`src/logic/kc_params.svh`:
```
`ifndef KC_PARAMS_SVH
`define KC_PARAMS_SVH

// key block words taken from the request
`define KC_KB_WORDS 14
// md5 block size in 32-bit words
`define KC_BLOCK_WORDS 16
// md5 steps per block
`define KC_MD5_ROUNDS 64
// aes-128 rounds after the initial key addition
`define KC_AES_ROUNDS 10
// key, digest and cipher block width
`define KC_KEY_W 128

`endif

```
`src/logic/kc_types_pkg.sv`:
```
`include "kc_params.svh"

package kc_types_pkg;

    // one key candidate to check
    typedef struct packed {
        logic [`KC_KEY_W-1:0]       in_buf; // encrypted hash
        logic [`KC_KB_WORDS*32-1:0] kb;     // key block, word 0 in the low bits
    } kc_req_t;

    // outcome of one check
    typedef struct packed {
        logic [`KC_KEY_W-1:0] key;   // md5 digest of the key block
        logic                 valid; // digest encrypts to in_buf
    } kc_result_t;

    // write port into the md5 block buffer
    typedef struct packed {
        logic [3:0]  addr;  // word index
        logic [31:0] data;
        logic        write;
    } md5_wr_t;

endpackage

```
`src/logic/crypto_pkg.sv`:
```
package crypto_pkg;

    // md5 sine table, one entry per step
    localparam logic [31:0] md5_k [64] = '{
        32'hd76aa478, 32'he8c7b756, 32'h242070db, 32'hc1bdceee,
        32'hf57c0faf, 32'h4787c62a, 32'ha8304613, 32'hfd469501,
        32'h698098d8, 32'h8b44f7af, 32'hffff5bb1, 32'h895cd7be,
        32'h6b901122, 32'hfd987193, 32'ha679438e, 32'h49b40821,
        32'hf61e2562, 32'hc040b340, 32'h265e5a51, 32'he9b6c7aa,
        32'hd62f105d, 32'h02441453, 32'hd8a1e681, 32'he7d3fbc8,
        32'h21e1cde6, 32'hc33707d6, 32'hf4d50d87, 32'h455a14ed,
        32'ha9e3e905, 32'hfcefa3f8, 32'h676f02d9, 32'h8d2a4c8a,
        32'hfffa3942, 32'h8771f681, 32'h6d9d6122, 32'hfde5380c,
        32'ha4beea44, 32'h4bdecfa9, 32'hf6bb4b60, 32'hbebfbc70,
        32'h289b7ec6, 32'heaa127fa, 32'hd4ef3085, 32'h04881d05,
        32'hd9d4d039, 32'he6db99e5, 32'h1fa27cf8, 32'hc4ac5665,
        32'hf4292244, 32'h432aff97, 32'hab9423a7, 32'hfc93a039,
        32'h655b59c3, 32'h8f0ccc92, 32'hffeff47d, 32'h85845dd1,
        32'h6fa87e4f, 32'hfe2ce6e0, 32'ha3014314, 32'h4e0811a1,
        32'hf7537e82, 32'hbd3af235, 32'h2ad7d2bb, 32'heb86d391
    };

    // left-rotate amounts per step
    localparam logic [4:0] md5_s [64] = '{
        5'd7, 5'd12, 5'd17, 5'd22, 5'd7, 5'd12, 5'd17, 5'd22,
        5'd7, 5'd12, 5'd17, 5'd22, 5'd7, 5'd12, 5'd17, 5'd22,
        5'd5, 5'd9, 5'd14, 5'd20, 5'd5, 5'd9, 5'd14, 5'd20,
        5'd5, 5'd9, 5'd14, 5'd20, 5'd5, 5'd9, 5'd14, 5'd20,
        5'd4, 5'd11, 5'd16, 5'd23, 5'd4, 5'd11, 5'd16, 5'd23,
        5'd4, 5'd11, 5'd16, 5'd23, 5'd4, 5'd11, 5'd16, 5'd23,
        5'd6, 5'd10, 5'd15, 5'd21, 5'd6, 5'd10, 5'd15, 5'd21,
        5'd6, 5'd10, 5'd15, 5'd21, 5'd6, 5'd10, 5'd15, 5'd21
    };

    // a, b, c, d initial words
    localparam logic [31:0] md5_iv [4] = '{
        32'h67452301, 32'hefcdab89, 32'h98badcfe, 32'h10325476
    };

    localparam logic [7:0] aes_rcon [10] = '{
        8'h01, 8'h02, 8'h04, 8'h08, 8'h10, 8'h20, 8'h40, 8'h80, 8'h1b, 8'h36
    };

    // forward s-box, entry 0 in the top byte
    localparam logic [2047:0] sbox_tab = {
        128'h637c777bf26b6fc53001672bfed7ab76,
        128'hca82c97dfa5947f0add4a2af9ca472c0,
        128'hb7fd9326363ff7cc34a5e5f171d83115,
        128'h04c723c31896059a071280e2eb27b275,
        128'h09832c1a1b6e5aa0523bd6b329e32f84,
        128'h53d100ed20fcb15b6acbbe394a4c58cf,
        128'hd0efaafb434d338545f9027f503c9fa8,
        128'h51a3408f929d38f5bcb6da2110fff3d2,
        128'hcd0c13ec5f974417c4a77e3d645d1973,
        128'h60814fdc222a908846eeb814de5e0bdb,
        128'he0323a0a4906245cc2d3ac629195e479,
        128'he7c8376d8dd54ea96c56f4ea657aae08,
        128'hba78252e1ca6b4c6e8dd741f4bbd8b8a,
        128'h703eb5664803f60e613557b986c11d9e,
        128'he1f8981169d98e949b1e87e9ce5528df,
        128'h8ca1890dbfe6426841992d0fb054bb16
    };

    function automatic logic [7:0] aes_sbox(input logic [7:0] x);
        return sbox_tab[(255 - int'(x)) * 8 +: 8];
    endfunction

endpackage

```
`src/logic/md5_core.sv`:
```
`timescale 1ns/100ps
`include "kc_params.svh"

module md5_core (
    input  logic                    clk,
    input  logic                    rst,
    input  logic                    stall,
    input  kc_types_pkg::md5_wr_t   wr,
    input  logic                    start,
    output logic                    done,
    output logic [`KC_KEY_W-1:0]    digest
);

    localparam int RND_W = $clog2(`KC_MD5_ROUNDS);
    localparam logic [RND_W-1:0] LAST = RND_W'(`KC_MD5_ROUNDS - 1);

    logic [31:0]      blk [`KC_BLOCK_WORDS]; // message block buffer
    logic [31:0]      a, b, c, d;
    logic [RND_W-1:0] rnd;                   // next step index
    logic             busy;
    logic             fin;                   // final addition due
    logic [31:0]      sa, sb, sc, sd;        // step inputs
    logic [RND_W-1:0] idx;
    logic [31:0]      f;
    logic [3:0]       g;                     // message word index
    logic [31:0]      tmp;

    function automatic logic [31:0] rotl(input logic [31:0] x, input logic [4:0] s);
        return (x << s) | (x >> (6'd32 - {1'b0, s}));
    endfunction

    function automatic logic [31:0] bswap(input logic [31:0] x);
        return {x[7:0], x[15:8], x[23:16], x[31:24]};
    endfunction

    // step 0 runs on the start edge straight from the iv
    always_comb begin
        if (start) begin
            sa  = crypto_pkg::md5_iv[0];
            sb  = crypto_pkg::md5_iv[1];
            sc  = crypto_pkg::md5_iv[2];
            sd  = crypto_pkg::md5_iv[3];
            idx = '0;
        end else begin
            sa  = a;
            sb  = b;
            sc  = c;
            sd  = d;
            idx = rnd;
        end
        case (idx[5:4])
            2'd0: begin
                f = (sb & sc) | (~sb & sd);
                g = idx[3:0];
            end
            2'd1: begin
                f = (sd & sb) | (~sd & sc);
                g = idx[3:0] * 4'd5 + 4'd1;
            end
            2'd2: begin
                f = sb ^ sc ^ sd;
                g = idx[3:0] * 4'd3 + 4'd5;
            end
            default: begin
                f = sc ^ (sb | ~sd);
                g = idx[3:0] * 4'd7;
            end
        endcase
        tmp = sa + f + crypto_pkg::md5_k[idx] + blk[g];
    end

    always_ff @(posedge clk) begin
        if (rst) begin
            busy <= 1'b0;
            fin  <= 1'b0;
            done <= 1'b0;
            rnd  <= '0;
        end else if (!stall) begin
            done <= fin;
            fin  <= !start && busy && (rnd == LAST);
            if (start) begin
                busy <= 1'b1;
                rnd  <= RND_W'(1);
            end else if (busy) begin
                rnd <= rnd + 1'b1;
                if (rnd == LAST)
                    busy <= 1'b0;
            end
        end
    end

    always_ff @(posedge clk) begin
        if (!stall) begin
            if (wr.write)
                blk[wr.addr] <= wr.data;
            if (start || busy) begin
                a <= sd;
                d <= sc;
                c <= sb;
                b <= sb + rotl(tmp, crypto_pkg::md5_s[idx]);
            end
            if (fin) begin  // add the iv, bytes of each word little-endian
                digest <= {bswap(crypto_pkg::md5_iv[0] + a), bswap(crypto_pkg::md5_iv[1] + b),
                           bswap(crypto_pkg::md5_iv[2] + c), bswap(crypto_pkg::md5_iv[3] + d)};
            end
        end
    end

endmodule

```
`config.mk`:
```
export PLATFORM = sky130hd
export DESIGN_NAME = md5_core
export DESIGN_NICKNAME = d
export VERILOG_FILES = /design/src/logic/kc_types_pkg.sv /design/src/logic/crypto_pkg.sv /design/src/logic/md5_core.sv
export VERILOG_INCLUDE_DIRS = /design/src /design/src/logic
export SDC_FILE = /design/constraint.sdc
export NUM_CORES = 2
export LEC_CHECK = 0
export ABC_AREA = 1
export BUFFER_PORTS_ARGS = -buffer_cell sky130_fd_sc_hd__clkbuf_2
export CAP_MARGIN = 15
export CELL_PAD_IN_SITES_DETAIL_PLACEMENT = 1
export CELL_PAD_IN_SITES_GLOBAL_PLACEMENT = 1
export CORE_UTILIZATION = 40
export CTS_CLUSTER_SIZE = 20
export DETAILED_ROUTE_END_ITERATION = 12
export PLACE_DENSITY = 0.8
export SLEW_MARGIN = 40
export SYNTH_ARGS = -nofsm -noshare
export SYNTH_HDL_FRONTEND = slang
export SYNTH_SLANG_ARGS = --single-unit
```
`constraint.sdc`:
```
create_clock -name clk -period 11.7 [get_ports clk]
set_input_delay 2.34 -clock clk [delete_from_list [all_inputs] [get_ports clk]]
set_output_delay 2.34 -clock clk [all_outputs]
set_load 0.005 [all_outputs]
```
; ---- Word-level counts from Yosys, hierarchy flattened
; Memories as Yosys holds them, arrays and structs flattened.
; Index checks and enable logic that the tools add are counted.
[totals]
rom_bits = 2368
ramBits = 512
in_bits = 41
output_inout_bits = 129
ff_bits = 265
n_memories = 3
[op_classes]
reduce_logical = 9
n_addsub = 12
bitwise_logic = 15
shifts = 2
multipliers = 3
magnitude_cmp = 1
eq_ne = 3
n_mux = 19
[mem_list]
columns = memory, depth, word_bits, read_ports, rd_ports_with_merged_regs, wr, line
row1 = (name not given), 64, 32, 1, 0, 0, md5_core.sv:69  ; tmp = sa + f + crypto_pkg::md5_k[idx] + blk[g];
row2 = blk, 16, 32, 1, 0, 1, md5_core.sv:17  ; logic [31:0] blk [`KC_BLOCK_WORDS];
row3 = (name not given), 64, 5, 1, 0, 0, md5_core.sv:100  ; b <= sb + rotl(tmp, crypto_pkg::md5_s[idx]);
[ops]
columns = op, count
row1 = 2-to-1 mux 32 bit, 6
row2 = adder 32 bit, 4
row3 = AND 32 bit, 4
row4 = bitwise OR 32 bit, 4
row5 = case mux 32 bit (3 select lines), 1
row6 = bitwise XOR 32 bit, 3
row7 = adder 32 bit (first input constant), 2
row8 = NOT 32 bit, 2
row9 = adder 29 x 32 -> 32 bit (first input constant), 1
row10 = adder 31 x 32 -> 32 bit (first input constant), 1
row11 = left shift 32 x 5 -> 32 bit, 1
row12 = right shift 32 x 6 -> 32 bit, 1
row13 = 2-to-1 mux 6 bit, 3
row14 = case mux 4 bit (3 select lines), 1
row15 = 2-to-1 mux 5 bit, 2
row16 = multiplier 4 x 3 -> 4 bit (second input constant), 2
row17 = >= comparator 7 bit (second input constant), 1
row18 = NOT 6 -> 7 bit, 1
row19 = adder 6 x 1 -> 6 bit (second input constant), 1
row20 = == test 6 bit (second input constant), 1
row21 = 2-to-1 mux 1 bit, 6
row22 = AND reduction 2 bit, 3
row23 = subtractor 6 x 5 -> 6 bit (first input constant), 1
row24 = adder 4 x 1 -> 4 bit (second input constant), 1
row25 = other kinds (10), 11

; ---- Logic depth before layout (Yosys ltp)
[logic_depth]
depth_word = 11
ltp_mapped = 63
ltp_nobuf = 62

; ---- Worst setup path after synthesis
; OpenSTA, ideal clock, no wires.
[synth_timing]
path_type = in2reg
startpoint = input port start
endpoint = register b[24], data pin
setup_ps = 252
arrival_time_ps = 10011
required_time_ps = 11448
path_stages = 60
path_buffers = 3
slack_ps = 1436
path_cell_list = inv_4 nand2_2 buf_4 clkbuf_1 ha_1 fa_1 inv_1 nand2_1 nand2_1 inv_1 nand2_1 nand3_1 nand4_1 clkbuf_1 o221ai_1 o21ai_0 inv_1 fa_1 [24 not listed] a31oi_1 nor2_1 o21ai_0 nand2_1 nand2_1 nand2_1 nand2_1 nand2_1 nand2_1 nand2_1 nand2_1 nand2_2 nand2_1 nand2_1 nand3_1 nand2_1 nand2_1 nand2_1
[synth_between]
elab_chain_len = 11
[synth_rtl]
columns = item, line
row1 = start: declaration, md5_core.sv:9  ; input logic start,
row2 = 2-to-1 mux 32 bit, md5_core.sv:38  ; if (start) begin
row3 = "NOT 32 bit, on equally long branches", "md5_core.sv:57, md5_core.sv:65, md5_core.sv:53"
row4 = "bitwise OR 32 bit, or another cell as far along", md5_core.sv:65  ; f = sc ^ (sb | ~sd);
row5 = "bitwise XOR 32 bit, or another cell as far along", md5_core.sv:65
row6 = case mux 32 bit (3 select lines), md5_core.sv:51  ; case (idx[5:4])
row7 = adder 32 bit (3 in a row), md5_core.sv:69
row8 = right shift 32 x 6 -> 32 bit / left shift 32 x 5 -> 32 bit (equally long branches), md5_core.sv:29  ; return (x << s) | (x >> (6'd32 - {1'b0, s}));
row9 = bitwise OR 32 bit, md5_core.sv:29
row10 = adder 32 bit (*), md5_core.sv:100
row11 = end signal: assignment, md5_core.sv:100
row12 = end: declaration, md5_core.sv:18  ; logic [31:0] a, b, c, d;
; Mark *: on every way between the ends. The rest lies on a longest branch, timed or not. The select of a mux whose other input is x is not followed.
; A chain may end at the register's enable or synchronous reset.

; ---- Worst setup path in the final report
[layout_timing]
startpoint = input port start
endpoint = register b[29], data pin
; Same word-level chain as after synthesis.

==> results.sh <==
export IMPL_slew_violations=0
export IMPL_finalCriticalPeriod_ns=11.16
export IMPL_end_kind="flip-flop"
export IMPL_ys_seq_elements=777
export IMPL_crit_slowest_cell="fa_1"
export IMPL_reg2reg_to="b[29]$_DFFE_PP_"
export IMPL_hold_ws_ns=0.482
export IMPL_synthArstFlopShare_pct=0
export IMPL_portBuffers=169
export IMPL_syn_num_nets=5035
export IMPL_r2r_slack_ns=1.85
export IMPL_nFillCells=12658
export IMPL_hold_buffers=0
export IMPL_drc=0
export IMPL_fmaxAchievable_mhz=89.6
export IMPL_cp_arrival_ns=11.55
export IMPL_grt_total_usage_pct=31.9
export IMPL_p_leak_uw=0.0212
export IMPL_cts_sinks=777
export IMPL_final_cell_mix="edfxtp_1, nand2_1, inv_1, o21ai_0, nor2_1"
export IMPL_cp_common_cell="nand2_1"
export IMPL_setup_viol=0
export IMPL_grt_max_degree=122
export IMPL_multi_input_area_um2=18700
export IMPL_detail_route_iter0_violations=4512
export IMPL_synth_avg_cell_area_um2=9.27
export IMPL_skew_ns=0.0999
export IMPL_gr_total_overflow=0
export IMPL_min_period_over_period_pct=95.4
export IMPL_critical_path_class="input pin to flip-flop"
export IMPL_drive_above_1_share_pct=13.6
export IMPL_cts_max_path_buffers=3
export IMPL_start_kind="input pin"
export IMPL_endpoint="b[29]$_DFFE_PP_"
export IMPL_max_slew_worst_pin_slew_ns=0.913
export IMPL_critPathMaxStageDelay_ns=0.54
export IMPL_final_common_cell="edfxtp_1"
export IMPL_cts_buffers_inserted=86
export IMPL_grt_first_pass_wirelength_um=267000
export IMPL_initial_utilization_pct=40.4
export IMPL_die_h_um=337
export IMPL_r2r_start="rnd[0]$_SDFFE_PP0P_"
export IMPL_r2r_cells=56
export IMPL_wl_um=184000
export IMPL_syn_area_um2=44900
export IMPL_synth_edf_count=768
export IMPL_drt_pass1_iterations=6
export IMPL_cts_root_buf="clkbuf_16"
export IMPL_relSlewSlack_pct=39.0
export IMPL_layout_nets=5382
export IMPL_outcome="completed"
export IMPL_diodes=0
export IMPL_synth_warning_count=0
export IMPL_clk_pin_slew_ns=0.06
export IMPL_gp_congestion=1.07
export IMPL_final_setup_worst_slack_ns=0.541
export IMPL_yosysUniqueCellTypes=62
export IMPL_viasPerCell=5.94
export IMPL_syn_inst=4844
export IMPL_antenna_left=0
export IMPL_worstSkewPairLatency_ns=0.74
export IMPL_final_hold_violation_count=0
export IMPL_area_growth_pct=17.1
export IMPL_synth_top_flop_cell="edfxtp_1"
export IMPL_dieArea_um2=114000
export IMPL_crit_required_ns=12.09
export IMPL_seq_area_um2=23200
export IMPL_hpwl_um=133000
export IMPL_cp_max_fo=12
export IMPL_tritoncts="done"
export IMPL_cts_htree_levels=3
export IMPL_num_rows=122
export IMPL_vias=40079
export IMPL_ir_drop_v=0.000167
export IMPL_startpoint="start"
export IMPL_die_x_um=337
export IMPL_wl_per_cell_um=27.2
export IMPL_pre_cts_slack_ns=-0.285
export IMPL_grt_pass1_vias=40465
export IMPL_powerDensity_nw_per_um2=246
export IMPL_ios=170
export IMPL_synth_seq_area_share_pct=51.8
export IMPL_antenna_found_initial=5
export IMPL_core_um2=111000
export IMPL_finish_utilization_pct=47.4
export IMPL_hold_path_class="flip-flop to flip-flop"
export IMPL_finalPower_uw=12900
export IMPL_cap_violations=0
[Yosys cell counts, drive strengths merged (46+ instances only)]
master,n,area (µm²)
a21oi,397,1990
buf,66,292
clkbuf,161,604
edfxtp,768,23100
fa,65,1300
ha,85,1060
inv,588,2210
mux2i,62,621
nand2,719,2750
nand3,307,1580
nor2,478,1840
nor3,66,342
o211ai,60,450
o21ai,511,2560
o221ai,46,403
o22ai,55,344
xor2,140,1240
[state kept, by name, indices dropped and copies added (netlist names), 6 cells and up]
register,count
blk,512
c,32
rnd,6
a,32
b,32
digest,128
d,32
[power breakdown]
part           switching, µW  internal (µW)
clock                   1230           1680
sequential               151           3350
combinational           4190           2340
total                   5570           7370
[cell type report]
class,count,share of cell area [%]
Clock buffer,98,4.18
Inverter,590,4.23
Clock inverter,59,1.58
Sequential cell,777,44.2
Tap cell,1488,3.54
Multi-Input combinational cell,3250,35.6
Timing Repair Buffer,486,6.63
[stage by stage]
stage	cell area, µm²	cells	setup TNS [ns]
5_1_grt	52600	6748	-0.000901
3_3_place_gp	49500	6590	0
2_1_floorplan	44900	4844	0
3_5_place_dp	49500	6590	-3.35
6_report	52600	6748	0
4_1_cts	52500	6747	0
[critical path, delay by kind of cell]
kind	cells	cell delay, ns
adders and majority gates	5	1.78
xor gates and xnor gates	1	0.23
AOI/OAI and AO/OA	10	1.75
and+or+nand+nor	30	3.56
buffers and inverters	12	1.82
[worst min-delay path by stage]
stage / startpoint / endpoint / slack, ns / depth (start not counted)
4_1_cts: done$_SDFFE_PP0N_ / done$_SDFFE_PP0N_ / 0.49 / 2
3_3_place_gp: fin$_SDFFE_PP0N_ / fin$_SDFFE_PP0N_ / 0.44 / 2
3_5_place_dp: done$_SDFFE_PP0N_ / done$_SDFFE_PP0N_ / 0.47 / 2
5_1_grt: done$_SDFFE_PP0N_ / done$_SDFFE_PP0N_ / 0.52 / 2
6_report: done$_SDFFE_PP0N_ / done$_SDFFE_PP0N_ / 0.48 / 2
2_1_floorplan: d[0]$_DFFE_PP_ / digest[24]$_DFFE_PP_ / 0.43 / 0
[routing by layer]
layer	GRT usage (%)	vias up	wire length (µm)
met2	50.1	1922	82700
met5	0	-	59
met4	12.9	10	7660
li1	-	17695	-
met3	6.58	422	16500
met1	43.0	20030	76700
[kinds of logic (layout without fill, tap and decap cells)]
family | Yosys count | after routing | share of synthesized area [%]
compound gates | 1259 | 1259 | 16.2
xor+xnor | 163 | 163 | 3.24
fa+ha+maj | 150 | 150 | 5.27
buf+inv | 817 | 1233 | 6.94
flops | 777 | 777 | 51.8
mux | 62 | 62 | 1.38
simple gates | 1616 | 1616 | 15.2
[repair_timing]
action,CTS,global route
buffers inserted,0,0
setup endpoints to repair,0,20
resized for setup,0,15
No activity file was read; power rests on OpenSTA's default activity.
