`src/logic/kc_params.svh`:
```
`ifndef KC_PARAMS_SVH
`define KC_PARAMS_SVH

// key block words taken from the request
`define KC_KB_WORDS 14
// md5 block size in 32-bit words
`define KC_BLOCK_WORDS 16
// md5 steps per block
`define KC_MD5_ROUNDS 64
// aes-128 rounds after the initial key addition
`define KC_AES_ROUNDS 10
// key, digest and cipher block width
`define KC_KEY_W 128

`endif

```
`src/logic/kc_types_pkg.sv`:
```
`include "kc_params.svh"

package kc_types_pkg;

    // one key candidate to check
    typedef struct packed {
        logic [`KC_KEY_W-1:0]       in_buf; // encrypted hash
        logic [`KC_KB_WORDS*32-1:0] kb;     // key block, word 0 in the low bits
    } kc_req_t;

    // outcome of one check
    typedef struct packed {
        logic [`KC_KEY_W-1:0] key;   // md5 digest of the key block
        logic                 valid; // digest encrypts to in_buf
    } kc_result_t;

    // write port into the md5 block buffer
    typedef struct packed {
        logic [3:0]  addr;  // word index
        logic [31:0] data;
        logic        write;
    } md5_wr_t;

endpackage

```
`src/logic/kc_ctrl.sv`:
```
`timescale 1ns/100ps
`include "kc_params.svh"

module kc_ctrl (
    input  logic                        clk,
    input  logic                        rst,
    input  logic                        stall,
    input  logic                        start,
    input  kc_types_pkg::kc_req_t       req,
    output kc_types_pkg::md5_wr_t       md5_wr,
    output logic                        md5_start,
    input  logic                        md5_done,
    input  logic [`KC_KEY_W-1:0]        digest,
    output logic                        aes_start,
    output logic [`KC_KEY_W-1:0]        aes_key,
    output logic [`KC_KEY_W-1:0]        aes_block,
    input  logic                        aes_done,
    input  logic [`KC_KEY_W-1:0]        cipher,
    output kc_types_pkg::kc_result_t    result,
    output logic                        done
);

    localparam logic [31:0] MARKER    = 32'h8000_0000;  // single marker bit
    localparam logic [3:0]  LAST_WORD = 4'(`KC_BLOCK_WORDS - 1);

    typedef enum logic [2:0] {
        S_IDLE,
        S_LOAD,
        S_HASH,
        S_ENC,
        S_REPORT
    } state_t;

    state_t                 state;
    logic [3:0]             cnt;    // block word index
    kc_types_pkg::kc_req_t  req_q;  // captured request
    logic [`KC_KEY_W-1:0]   dig_q;  // captured digest

    // block words: key block, then a zero word, then the marker
    always_comb begin
        md5_wr.write = (state == S_LOAD);
        md5_wr.addr  = cnt;
        if (cnt < `KC_KB_WORDS)
            md5_wr.data = req_q.kb[32 * cnt +: 32];
        else if (cnt == LAST_WORD)
            md5_wr.data = MARKER;
        else
            md5_wr.data = 32'h0;
    end

    assign aes_key   = dig_q;
    assign aes_block = dig_q;  // digest encrypted under itself

    always_ff @(posedge clk) begin
        if (rst) begin
            state     <= S_IDLE;
            cnt       <= '0;
            md5_start <= 1'b0;
            aes_start <= 1'b0;
            done      <= 1'b0;
            result    <= '0;
        end else if (!stall) begin
            md5_start <= 1'b0;
            aes_start <= 1'b0;
            done      <= 1'b0;
            case (state)
                S_IDLE: begin
                    if (start) begin
                        state <= S_LOAD;
                        cnt   <= '0;
                    end
                end
                S_LOAD: begin
                    cnt <= cnt + 4'd1;
                    if (cnt == LAST_WORD) begin  // buffer full, kick off hash
                        state     <= S_HASH;
                        md5_start <= 1'b1;
                    end
                end
                S_HASH: begin
                    if (md5_done) begin
                        state     <= S_ENC;
                        aes_start <= 1'b1;
                    end
                end
                S_ENC: begin
                    if (aes_done) begin
                        state        <= S_REPORT;
                        result.key   <= dig_q;
                        result.valid <= (cipher == req_q.in_buf);
                        done         <= 1'b1;
                    end
                end
                default: state <= S_IDLE;  // report, done is up this cycle
            endcase
        end
    end

    always_ff @(posedge clk) begin
        if (!stall) begin
            if (state == S_IDLE && start)
                req_q <= req;
            if (state == S_HASH && md5_done)
                dig_q <= digest;
        end
    end

endmodule

```
`config.mk`:
```
export PLATFORM = sky130hd
export DESIGN_NAME = kc_ctrl
export DESIGN_NICKNAME = d
export VERILOG_FILES = /design/src/logic/kc_types_pkg.sv /design/src/logic/kc_ctrl.sv
export VERILOG_INCLUDE_DIRS = /design/src /design/src/logic
export SDC_FILE = /design/constraint.sdc
export NUM_CORES = 1
export LEC_CHECK = 0
export ABC_CLOCK_PERIOD_IN_PS = 17400
export BUFFER_PORTS_ARGS = -buffer_cell sky130_fd_sc_hd__clkbuf_2
export CAP_MARGIN = 5
export CORE_AREA = 2 2 497 499
export CTS_CLUSTER_SIZE = 30
export DETAILED_ROUTE_END_ITERATION = 6
export DIE_AREA = 0 0 499 501
export SLEW_MARGIN = 20
export SYNTH_ARGS = -nofsm -noshare
export SYNTH_HDL_FRONTEND = slang
export SYNTH_SLANG_ARGS = --single-unit
```
`constraint.sdc`:
```
create_clock -name clk -period 17.4 [get_ports clk]
set_input_delay 1.74 -clock clk [delete_from_list [all_inputs] [get_ports clk]]
set_output_delay 1.74 -clock clk [all_outputs]
set_load 0.01 [all_outputs]
```
# Word-level counts from Yosys, hierarchy flattened
# Index checks and enable logic that the tools add are counted.
# op_classes
addsub	1
multipliers	0
div	0
order_cmp	1
eq_ne	9
n_shift	1
mux	15
n_bitwise	1
n_reduce_logical	9
# op_table
cell	n
$shiftx A448 B10 Y32	1
$eq A128 B128 Y1	1
$mux W32	2
$mux W3	4
$pmux W3 S4	1
$pmux W4 S2	1
$eq A3 B2 Y1 const B	2
$mux W1	6
$ne A2 B2 Y1 const B	3
$reduce_and A3 Y1	2
$reduce_and A5 Y1	1
$add A4 B1 Y4 const B	1
$eq A4 B4 Y1 const B	1
$lt A4 B4 Y1 const B	1
$mux W4	1
$reduce_and A2 Y1	2
$eq A3 B1 Y1 const B	1
$logic_not A3 Y1	1
$logic_and A1 B1 Y1	2
$ne A2 B1 Y1 const B	1
$reduce_bool A2 Y1	1
$not A1 Y1	1
# totals
regBits	843
latchBits	0
ramBits	0
rom_bits	0
input_bits	838
output_inout_bits	425
n_memories	0

# Depth between registers and ports, before layout
# Gate-level depths: netlist of run 1.
# depth
depth_word	3
ltp_mapped	8
ltp_nobuf	6

# Worst setup path after synthesis of run 1
# No wires, ideal clock.
# synth_timing
path_kind	input -> register
start	input port stall
end	register cnt[0]
setup_time_ps	130
t_arrival_ps	16215
slack_ps	1055
cell_stages	5
path_buffers	0
cell_sequence	nor2_1 -> and3_1 -> nor2_1 -> mux2i_1 -> nor2_1
# synth_between
elab_chain_cells	2
# synth_rtl
element	line	rtl
start: declaration	kc_ctrl.sv:7	input logic stall,
$not A1 Y1 (no line)	-	
$reduce_and A3 Y1 (no line)	-	
end signal: assignment	kc_ctrl.sv:74	cnt <= cnt + 4'd1;
end: declaration	kc_ctrl.sv:35	logic [3:0] cnt;
# No other way between the ends.
# A chain may end at the register's enable or synchronous reset.

==> impl_metrics.tcl, run 1 <==
set metrics [dict create \
    grt_pass1_wl_mm 232 \
    via_count 23384 \
    clockBufferDepth 3 \
    gp_congestion 0.913 \
    layout_min_cycle_time_ps 6450 \
    cts-htree-levels 3 \
    worst_pin_slew_ps 1060 \
    clock_latency_ps 740 \
    rsz0062_at_grt "false" \
    dp_hpwl_mm 153 \
    utilization 0.183 \
    powerDensity_nw_per_um2 112 \
    grt_usage 0.142 \
    fin_tns_setup_ps 0 \
    synth.avg_cell_area_um2 15.9 \
    crit_fanout 47 \
    drcViolationCount 0 \
    antenna_found_initial 171 \
    cts_resized 0 \
    first_global_vias 22852 \
    rows 182 \
    finalClockSkew_ps 27.5 \
    yosys_register_bits 843 \
    path_class "flop to primary output" \
    holdBufCountCts 0 \
    slew_headroom 0.293 \
    setup_viol 0 \
    peakVddDrop_v 0.0000785 \
    critical_path.slowest_cell "dfxtp_4" \
    drt_iter0_drc 2275 \
    port_buffers 1262 \
    nets 4028 \
    clock-sinks 843 \
    ys_warn_count 0 \
    startpoint_type "flop" \
    area_delta_synth_final_pct 39.5 \
    fp.dieW_um 499 \
    synth_area_leaders "edfxtp_1, dfxtp_1, mux4_2" \
    drive_above_1_share 0.466 \
    cp-end-kind "primary output" \
    num_io_pins 1263 \
    run_status "finished clean" \
    overflow 0 \
    hold_path.class "flop to flop" \
    period_share 0.370 \
    core_area_um2 245000 \
    wl_per_cell_um 28.3 \
    use_met3 0.0684 \
    drt_wl_total_mm 185 \
    p_leak_nw 16.3 \
    post-cts-setup-buffers 0 \
    dieArea_um2 250000 \
    synth_area_um2 32200 \
    antenna_left 0 \
    cpPeakStageDelay_ps 870 \
    via_per_inst 3.58 \
    grt_use_met1 0.173 \
    gr-usage-met2 0.215 \
    cts_tree "yes" \
    syn_nets 2862 \
    clk_pin_slew_ps 60 \
    slew_viol_final 0 \
    arrival_ps 4710 \
    cp.required_ps 15660 \
    synthDistinctLibCells 44 \
    crit_top_cell "buf_4" \
    synthCells 2023 \
    max_cap_violations 0 \
    synth.top_cells.by_count "edfxtp_1, nand2_1, a21oi_1" \
    firstDrtPassIters 6 \
    crit_chain "buf_4 > buf_4 > mux4_2 > inv_1 > o22ai_1 > nand2_1 > o21ai_0 > clkbuf_2" \
    synth_top_area_share 0.657 \
    yosysMostFrequentCell "edfxtp_1" \
    cts_buffers 103 \
    grt_start_max_net_pins 158 \
    die_h_um 501 \
    yosysTopAreaCell "edfxtp_1" \
    ys.flop_type "edfxtp_1" \
    clockRootBuffer "clkbuf_16" \
    fmax_mhz 155 \
    initial_core_util 0.131 \
    synth_edf_count 704 \
    busiest_layer "met2" \
    finalHoldViolations 0 \
    ys_async_sr_fraction 0 \
    ys_seq_area_frac 0.744 \
]
==> placed cells by master (no fill, tap or decap), types with 3 or more instances in the layout <==
| cell | count |
|---|---|
| clkbuf_2 | 1261 |
| edfxtp_1 | 704 |
| nand2_1 | 293 |
| a21oi_1 | 159 |
| dfxtp_1 | 135 |
| clkbuf_16 | 105 |
| xnor2_1 | 95 |
| mux2i_1 | 91 |
| mux4_2 | 65 |
| diode_2 | 34 |
| o21ai_0 | 30 |
| xor2_1 | 30 |
| nor2_1 | 29 |
| nand4_1 | 28 |
| o22ai_1 | 25 |
| inv_1 | 20 |
| buf_4 | 20 |
| clkbuf_1 | 19 |
| nor4_1 | 14 |
| clkinv_2 | 14 |
| nor3_1 | 12 |
| a221oi_1 | 12 |
| bufinv_16 | 12 |
| o211ai_1 | 11 |
| nor2b_1 | 10 |
| clkinv_1 | 9 |
| clkinvlp_4 | 8 |
| inv_6 | 7 |
| clkbuf_8 | 7 |
| nand2b_1 | 4 |
| mux2_2 | 4 |
| dfxtp_4 | 4 |
| mux4_1 | 3 |
| inv_8 | 3 |
| buf_12 | 3 |
==> sequential cells by signal, summed over array words and instances (netlist names) <==
register   flops
req_q        576
aes_start      1
md5_start      1
done           1
cnt            4
state          3
result       129
aes_block    128
==> area by class of cell <==
| class | count | area [um2] |
|---|---|---|
| antenna | 34 | 85.1 |
| clock buffer | 131 | 2800 |
| clock inverter | 59 | 733 |
| fill | 26653 | 200000 |
| inverter | 20 | 75.1 |
| multi-input combinational | 936 | 6700 |
| sequential | 843 | 23900 |
| tap | 3220 | 4030 |
| timing repair buffer | 1285 | 6530 |
==> worst paths after layout <==
| path | start | endpoint | slack, ps | depth (start not counted) |
|---|---|---|---|---|
| worst max-delay path | cnt[0] | md5_wr[21] | 10950 | 8 |
| worst min-delay path | result[50] | result[50] | 450 | 2 |
| worst max register to register | state[2] | req_q[15] | 13570 | 4 |
| worst min register to register | result[50] | result[50] | 450 | 2 |
==> critical path: cells and delay by family (launching register included) <==
kind	cells	cell delay (ps)
buf+inv	4	1900
flops	1	870
mux	1	610
compound gates	2	370
simple gates	1	100
==> through the flow <==
stage	area, um2	instances	total power, mW	hold slack [ps]	setup slack, ps
after floorplan	32200	2023	2.62	481	1060
after global placement	41300	6304	2.78	441	11610
after detailed placement	41300	6304	2.78	447	11600
after CTS	44800	6494	5.09	454	10730
after global routing	44800	6508	5.18	470	10550
final	44900	6528	5.01	451	10950
==> power breakdown <==
group | switching (mW) | internal [mW]
logic | 0.196 | 0.149
clock network | 0.947 | 1.32
registers | 0.0709 | 2.32
total | 1.21 | 3.79
==> cells by family after synthesis <==
family,Yosys count,share of synthesized area
compound gates,246,0.0428
xor+xnor,125,0.0340
fa+ha+maj,1,0.000389
buf+inv,244,0.0487
flops,843,0.744
mux,163,0.0777
simple gates,401,0.0526
==> metal layers <==
metal  vias up  share of wire  wire length [um]
li1       9781              -                 -
met5         -         0.0047               867
met4       126          0.042              7700
met3       447           0.12             21700
met1     11447           0.40             74300
met2      1583           0.43             80200
Power figures use the tool's default switching activity.
==> run 2: changes to the inputs <==
Settings changed: ABC_CLOCK_PERIOD_IN_PS 17400 to 5830.
Clock period 17.4 ns to 5.83 ns, I/O delays scaled along.
==> impl_metrics.tcl, run 2 (synthesis results as in run 1) <==
set metrics [dict create \
    clockRootBuffer "clkbuf_16" \
    finalClockSkew_ps 71.3 \
    slew_headroom 0.347 \
    initial_core_util 0.131 \
    via_count 26775 \
    power.share.switching 0.254 \
    drt_wl_total_mm 195 \
    peakVddDrop_v 0.000272 \
    worst_pin_slew_ps 979 \
    max_cap_violations 0 \
    overflow 0 \
    post-cts-setup-buffers 0 \
    port_buffers 1262 \
    post-place-ws_ps 2100 \
    met1_length_mm 77.8 \
    highest_layer "met5" \
    layout_commonest_cell "clkbuf_2" \
    power_frac_clock 0.431 \
    finalHoldViolations 0 \
    dieArea_um2 250000 \
    cp-end-kind "primary output" \
    dp_hpwl_mm 156 \
    multi_input_area_um2 6710 \
    p_leak_nw 19.3 \
    die_h_um 501 \
    p_seq_frac 0.468 \
    area_delta_synth_final_pct 61.8 \
    via_per_inst 3.68 \
    seqCellArea_um2 23900 \
    cts_resized 0 \
    cell_internal_pwr_mw 11.4 \
    dr_wl_met2_mm 85.8 \
    num_io_pins 1263 \
    cts-htree-levels 3 \
    largest_reg_flops 576 \
    arrival_ps 3920 \
    path_class "flop to primary output" \
    fmax_mhz 222 \
    gp_congestion 1.02 \
    antenna_left 0 \
    wl_per_cell_um 26.7 \
    r2r_setup_slack_ps 2780 \
    wl_met3_mm 21.7 \
    crit_fanout 32 \
    clk_pin_slew_ps 60 \
    slew_viol_final 0 \
    drcViolationCount 0 \
    layout_min_cycle_time_ps 4500 \
    nets 4735 \
    period_share 0.773 \
    drt_iter0_drc 2529 \
    fin_tns_setup_ps 0 \
    worst_slack_ps 1330 \
    clockBufferDepth 3 \
    clock_latency_ps 760 \
    core_area_um2 245000 \
    hold_path.class "primary input to flop" \
    grt_usage 0.149 \
    fp.dieW_um 499 \
    grt_start_max_net_pins 134 \
    mostFrequentLayoutCells "clkbuf_2, edfxtp_1, dlygate4sd3_1, nand2_1, a21oi_1" \
    cts_tree "yes" \
    setup_viol 0 \
    comb_power_share 0.100 \
    regMostFlops "req_q" \
    rsz0062_at_grt "false" \
    antenna_found_initial 171 \
    n_fill_cell 25924 \
    holdBufCountCts 701 \
    run_status "finished clean" \
    startpoint_type "flop" \
    clock-sinks 843 \
    drive_above_1_share 0.383 \
    powerDensity_nw_per_um2 292 \
    rows 182 \
    grt_pass1_wl_mm 248 \
    switching_power_mw 3.86 \
    firstDrtPassIters 5 \
    first_global_vias 26924 \
    cp.required_ps 5250 \
    cts_buffers 103 \
]
run 2: changes by cell type in the layout (fill, tap and decap cells not counted), sizes merged:
cell,change
clkbuf,+4
clkinv,+11
dlygate4sd3,+701
buf,+6
diode,+52
clkinvlp,-7
bufinv,-7
inv,-5
run 2: layer usage:
| layer | track usage | up-vias |
|---|---|---|
| met3 | 0.0667 | 481 |
| met4 | 0.0566 | 120 |
| li1 | - | 11261 |
| met5 | 0.00482 | - |
| met1 | 0.179 | 13155 |
| met2 | 0.231 | 1758 |
run 2: final timing paths:
path                   start          to  cells after the start
setup / recovery      cnt[2]  md5_wr[15]                      6
hold / removal      req[570]  req_q[570]                      1
setup reg to reg    state[2]   result[0]                      7
hold reg to reg   result[74]  result[74]                      2
run 2: worst max-delay path: stages (launching register included):
cell,delay (ps)
dfxtp_4,710
buf_4,560
nand2_1,570
o22ai_1,320
nor3_1,100
a221oi_1,630
clkbuf_2,260
run 2: power groups by stage:
stage | Combinational, mW | Sequential, mW | Clock, mW
2_1_floorplan | 0.491 | 7.17 | 0
3_3_place_gp | 1.04 | 7.25 | 0
6_report | 1.53 | 7.12 | 6.56
4_1_cts | 1.54 | 7.13 | 6.77
5_1_grt | 1.63 | 7.14 | 6.95
3_5_place_dp | 1.06 | 7.25 | 0
run 2: layout make-up:
class	count	share of cell area
inverters	20	0.00144
clock buffers	135	0.0543
repair buffers	1992	0.262
well taps	3220	0.0774
multi-input cells	936	0.129
clock inverters	51	0.0114
diodes	86	0.00414
flip-flops and latches	843	0.460
run 2: per-stage QoR:
| step | cell area [um2] | hold slack [ps] | util | std cells | total power, mW |
|---|---|---|---|---|---|
| after detailed placement | 41400 | 447 | 0.169 | 6310 | 8.31 |
| after global placement | 41400 | 441 | 0.169 | 6310 | 8.29 |
| after floorplan | 32200 | 481 | - | 2023 | 7.66 |
| after CTS | 51800 | 2.24 | 0.212 | 7197 | 15.4 |
| after global routing | 51900 | 6.22 | 0.212 | 7240 | 15.7 |
| final | 52000 | 91.8 | 0.213 | 7283 | 15.2 |
==> run 3: changes to the inputs <==
Settings changed: ABC_CLOCK_PERIOD_IN_PS 5830 to 4650.
Clock period 5.83 ns to 4.65 ns, I/O delays scaled along.
==> impl_metrics.tcl, run 3 (synthesis results as in run 1) <==
set metrics [dict create \
    dpl_cell_area_um2 41500 \
    fmax_mhz 249 \
    cts_tree "yes" \
    clk_pin_slew_ps 60 \
    largest_reg_flops 576 \
    period_share 0.864 \
    port_buffers 1262 \
    via_count 26852 \
    grt_start_max_net_pins 113 \
    finalClockSkew_ps 46.1 \
    core_area_um2 245000 \
    path_class "flop to primary output" \
    setup_viol 0 \
    mostFrequentLayoutCells "clkbuf_2, edfxtp_1, dlygate4sd3_1, nand2_1, a21oi_1" \
    gr-usage-met2 0.235 \
    p_total_mw 19.5 \
    num_io_pins 1263 \
    instances_no_fill 7320 \
    firstDrtPassIters 6 \
    grt_use_met1 0.179 \
    drt_wl_total_mm 196 \
    rsz0062_at_grt "false" \
    startpoint_type "flop" \
    rows 182 \
    crit_family "simple AND/OR/NAND/NOR gates" \
    busiest_layer "met2" \
    finalHoldViolations 0 \
    cpPeakStageDelay_ps 950 \
    min_from "rst" \
    hold_path.class "primary input to flop" \
    crit_chain "nor2b_4 > a21oi_1 > a221oi_1 > clkbuf_2" \
    area_delta_synth_final_pct 63.0 \
    grt_pass1_wl_mm 251 \
    crit_fanout 46 \
    arrival_ps 3550 \
    design_area_um2 52400 \
    antenna_left 0 \
    nets 4755 \
    layout_commonest_cell "clkbuf_2" \
    clock_latency_ps 760 \
    worst_pin_slew_ps 1050 \
    clockRootBuffer "clkbuf_16" \
    drt_iter0_drc 2792 \
    cts_buffers 104 \
    first_global_vias 26905 \
    ff2ff_path_depth 7 \
    post-place-ws_ps 1500 \
    multi_input_area_um2 6710 \
    powerDensity_nw_per_um2 372 \
    slew_viol_final 0 \
    holdBufCountCts 704 \
    r2r_start "cnt[0]" \
    use_met3 0.0660 \
    worst_slack_ps 632 \
    holdPathStages 2 \
    critPathLaunch "cnt[1]" \
    via_per_inst 3.67 \
    overflow 0 \
    cp.depth 4 \
    clockBufferDepth 3 \
    gp_congestion 0.974 \
    cp-end-kind "primary output" \
    peakVddDrop_v 0.000300 \
    cp.required_ps 4180 \
    wl_per_cell_um 26.8 \
    hold_slack_ps 197 \
    critical_path.slowest_cell "nor2b_4" \
    dp.cells 6326 \
    post-cts-setup-buffers 0 \
    slew_headroom 0.297 \
    grt_usage 0.150 \
    run_status "finished clean" \
    seqCellArea_um2 23900 \
    cts-htree-levels 3 \
    max_cap_violations 0 \
    layout_min_cycle_time_ps 4020 \
    fp.dieW_um 499 \
    initial_core_util 0.131 \
    regMostFlops "req_q" \
    die_h_um 501 \
    dp_hpwl_mm 159 \
    dieArea_um2 250000 \
    n_fill_cell 25933 \
    drcViolationCount 0 \
    drive_above_1_share 0.388 \
    clock-sinks 843 \
    worst-path-buf-inv 1 \
    p_leak_nw 19.4 \
    antenna_found_initial 166 \
    cts_resized 0 \
]
[run 3: cell count changes in the layout (fill, tap and decap cells not counted), moves of 6 or more]
cell        delta
diode_2        +7
bufinv_16      +6
buf_4         +12
clkbuf_1       -7
clkinvlp_4    +13
clkinv_4       -7
[run 3: path summary, 6_finish.rpt]
kind	to	slack, ps
max	md5_wr[23]	630
min	result[92]	200
max reg2reg	state[0]	1940
min reg2reg	result[75]	450
[run 3: worst register-to-register path, cell delays in order (launching register included)]
cell	delay, ps
dfxtp_4	770
buf_4	640
ha_1	320
nand3_1	90
a21oi_1	220
o21ai_0	160
or3_1	330
a21oi_1	120
[run 3: layer usage]
| metal | wire length (um) | up-vias |
|---|---|---|
| met1 | 77400 | 13242 |
| li1 | - | 11316 |
| met4 | 8800 | 122 |
| met2 | 87600 | 1708 |
| met3 | 21700 | 464 |
| met5 | 912 | - |
[run 3: final cells by class]
class                   instances  share of cell area
diodes                         93             0.00444
clock buffers                 129              0.0529
clock inverters                68              0.0161
inverters                      20             0.00143
multi-input cells             936               0.128
flip-flops and latches        843               0.457
well taps                    3220              0.0768
repair buffers               2011               0.264
[run 3: stage by stage]
stage	util	setup TNS, ps
floorplan	-	-267500
global placement	0.170	0
detailed placement	0.170	0
CTS	0.213	0
global route	0.214	0
finish	0.214	0
[run 3: where the power goes]
part           internal, mW  switching (mW)
clock                  4.93            3.70
combinational         0.971           0.966
sequential             8.68           0.267
total                  14.6            4.94
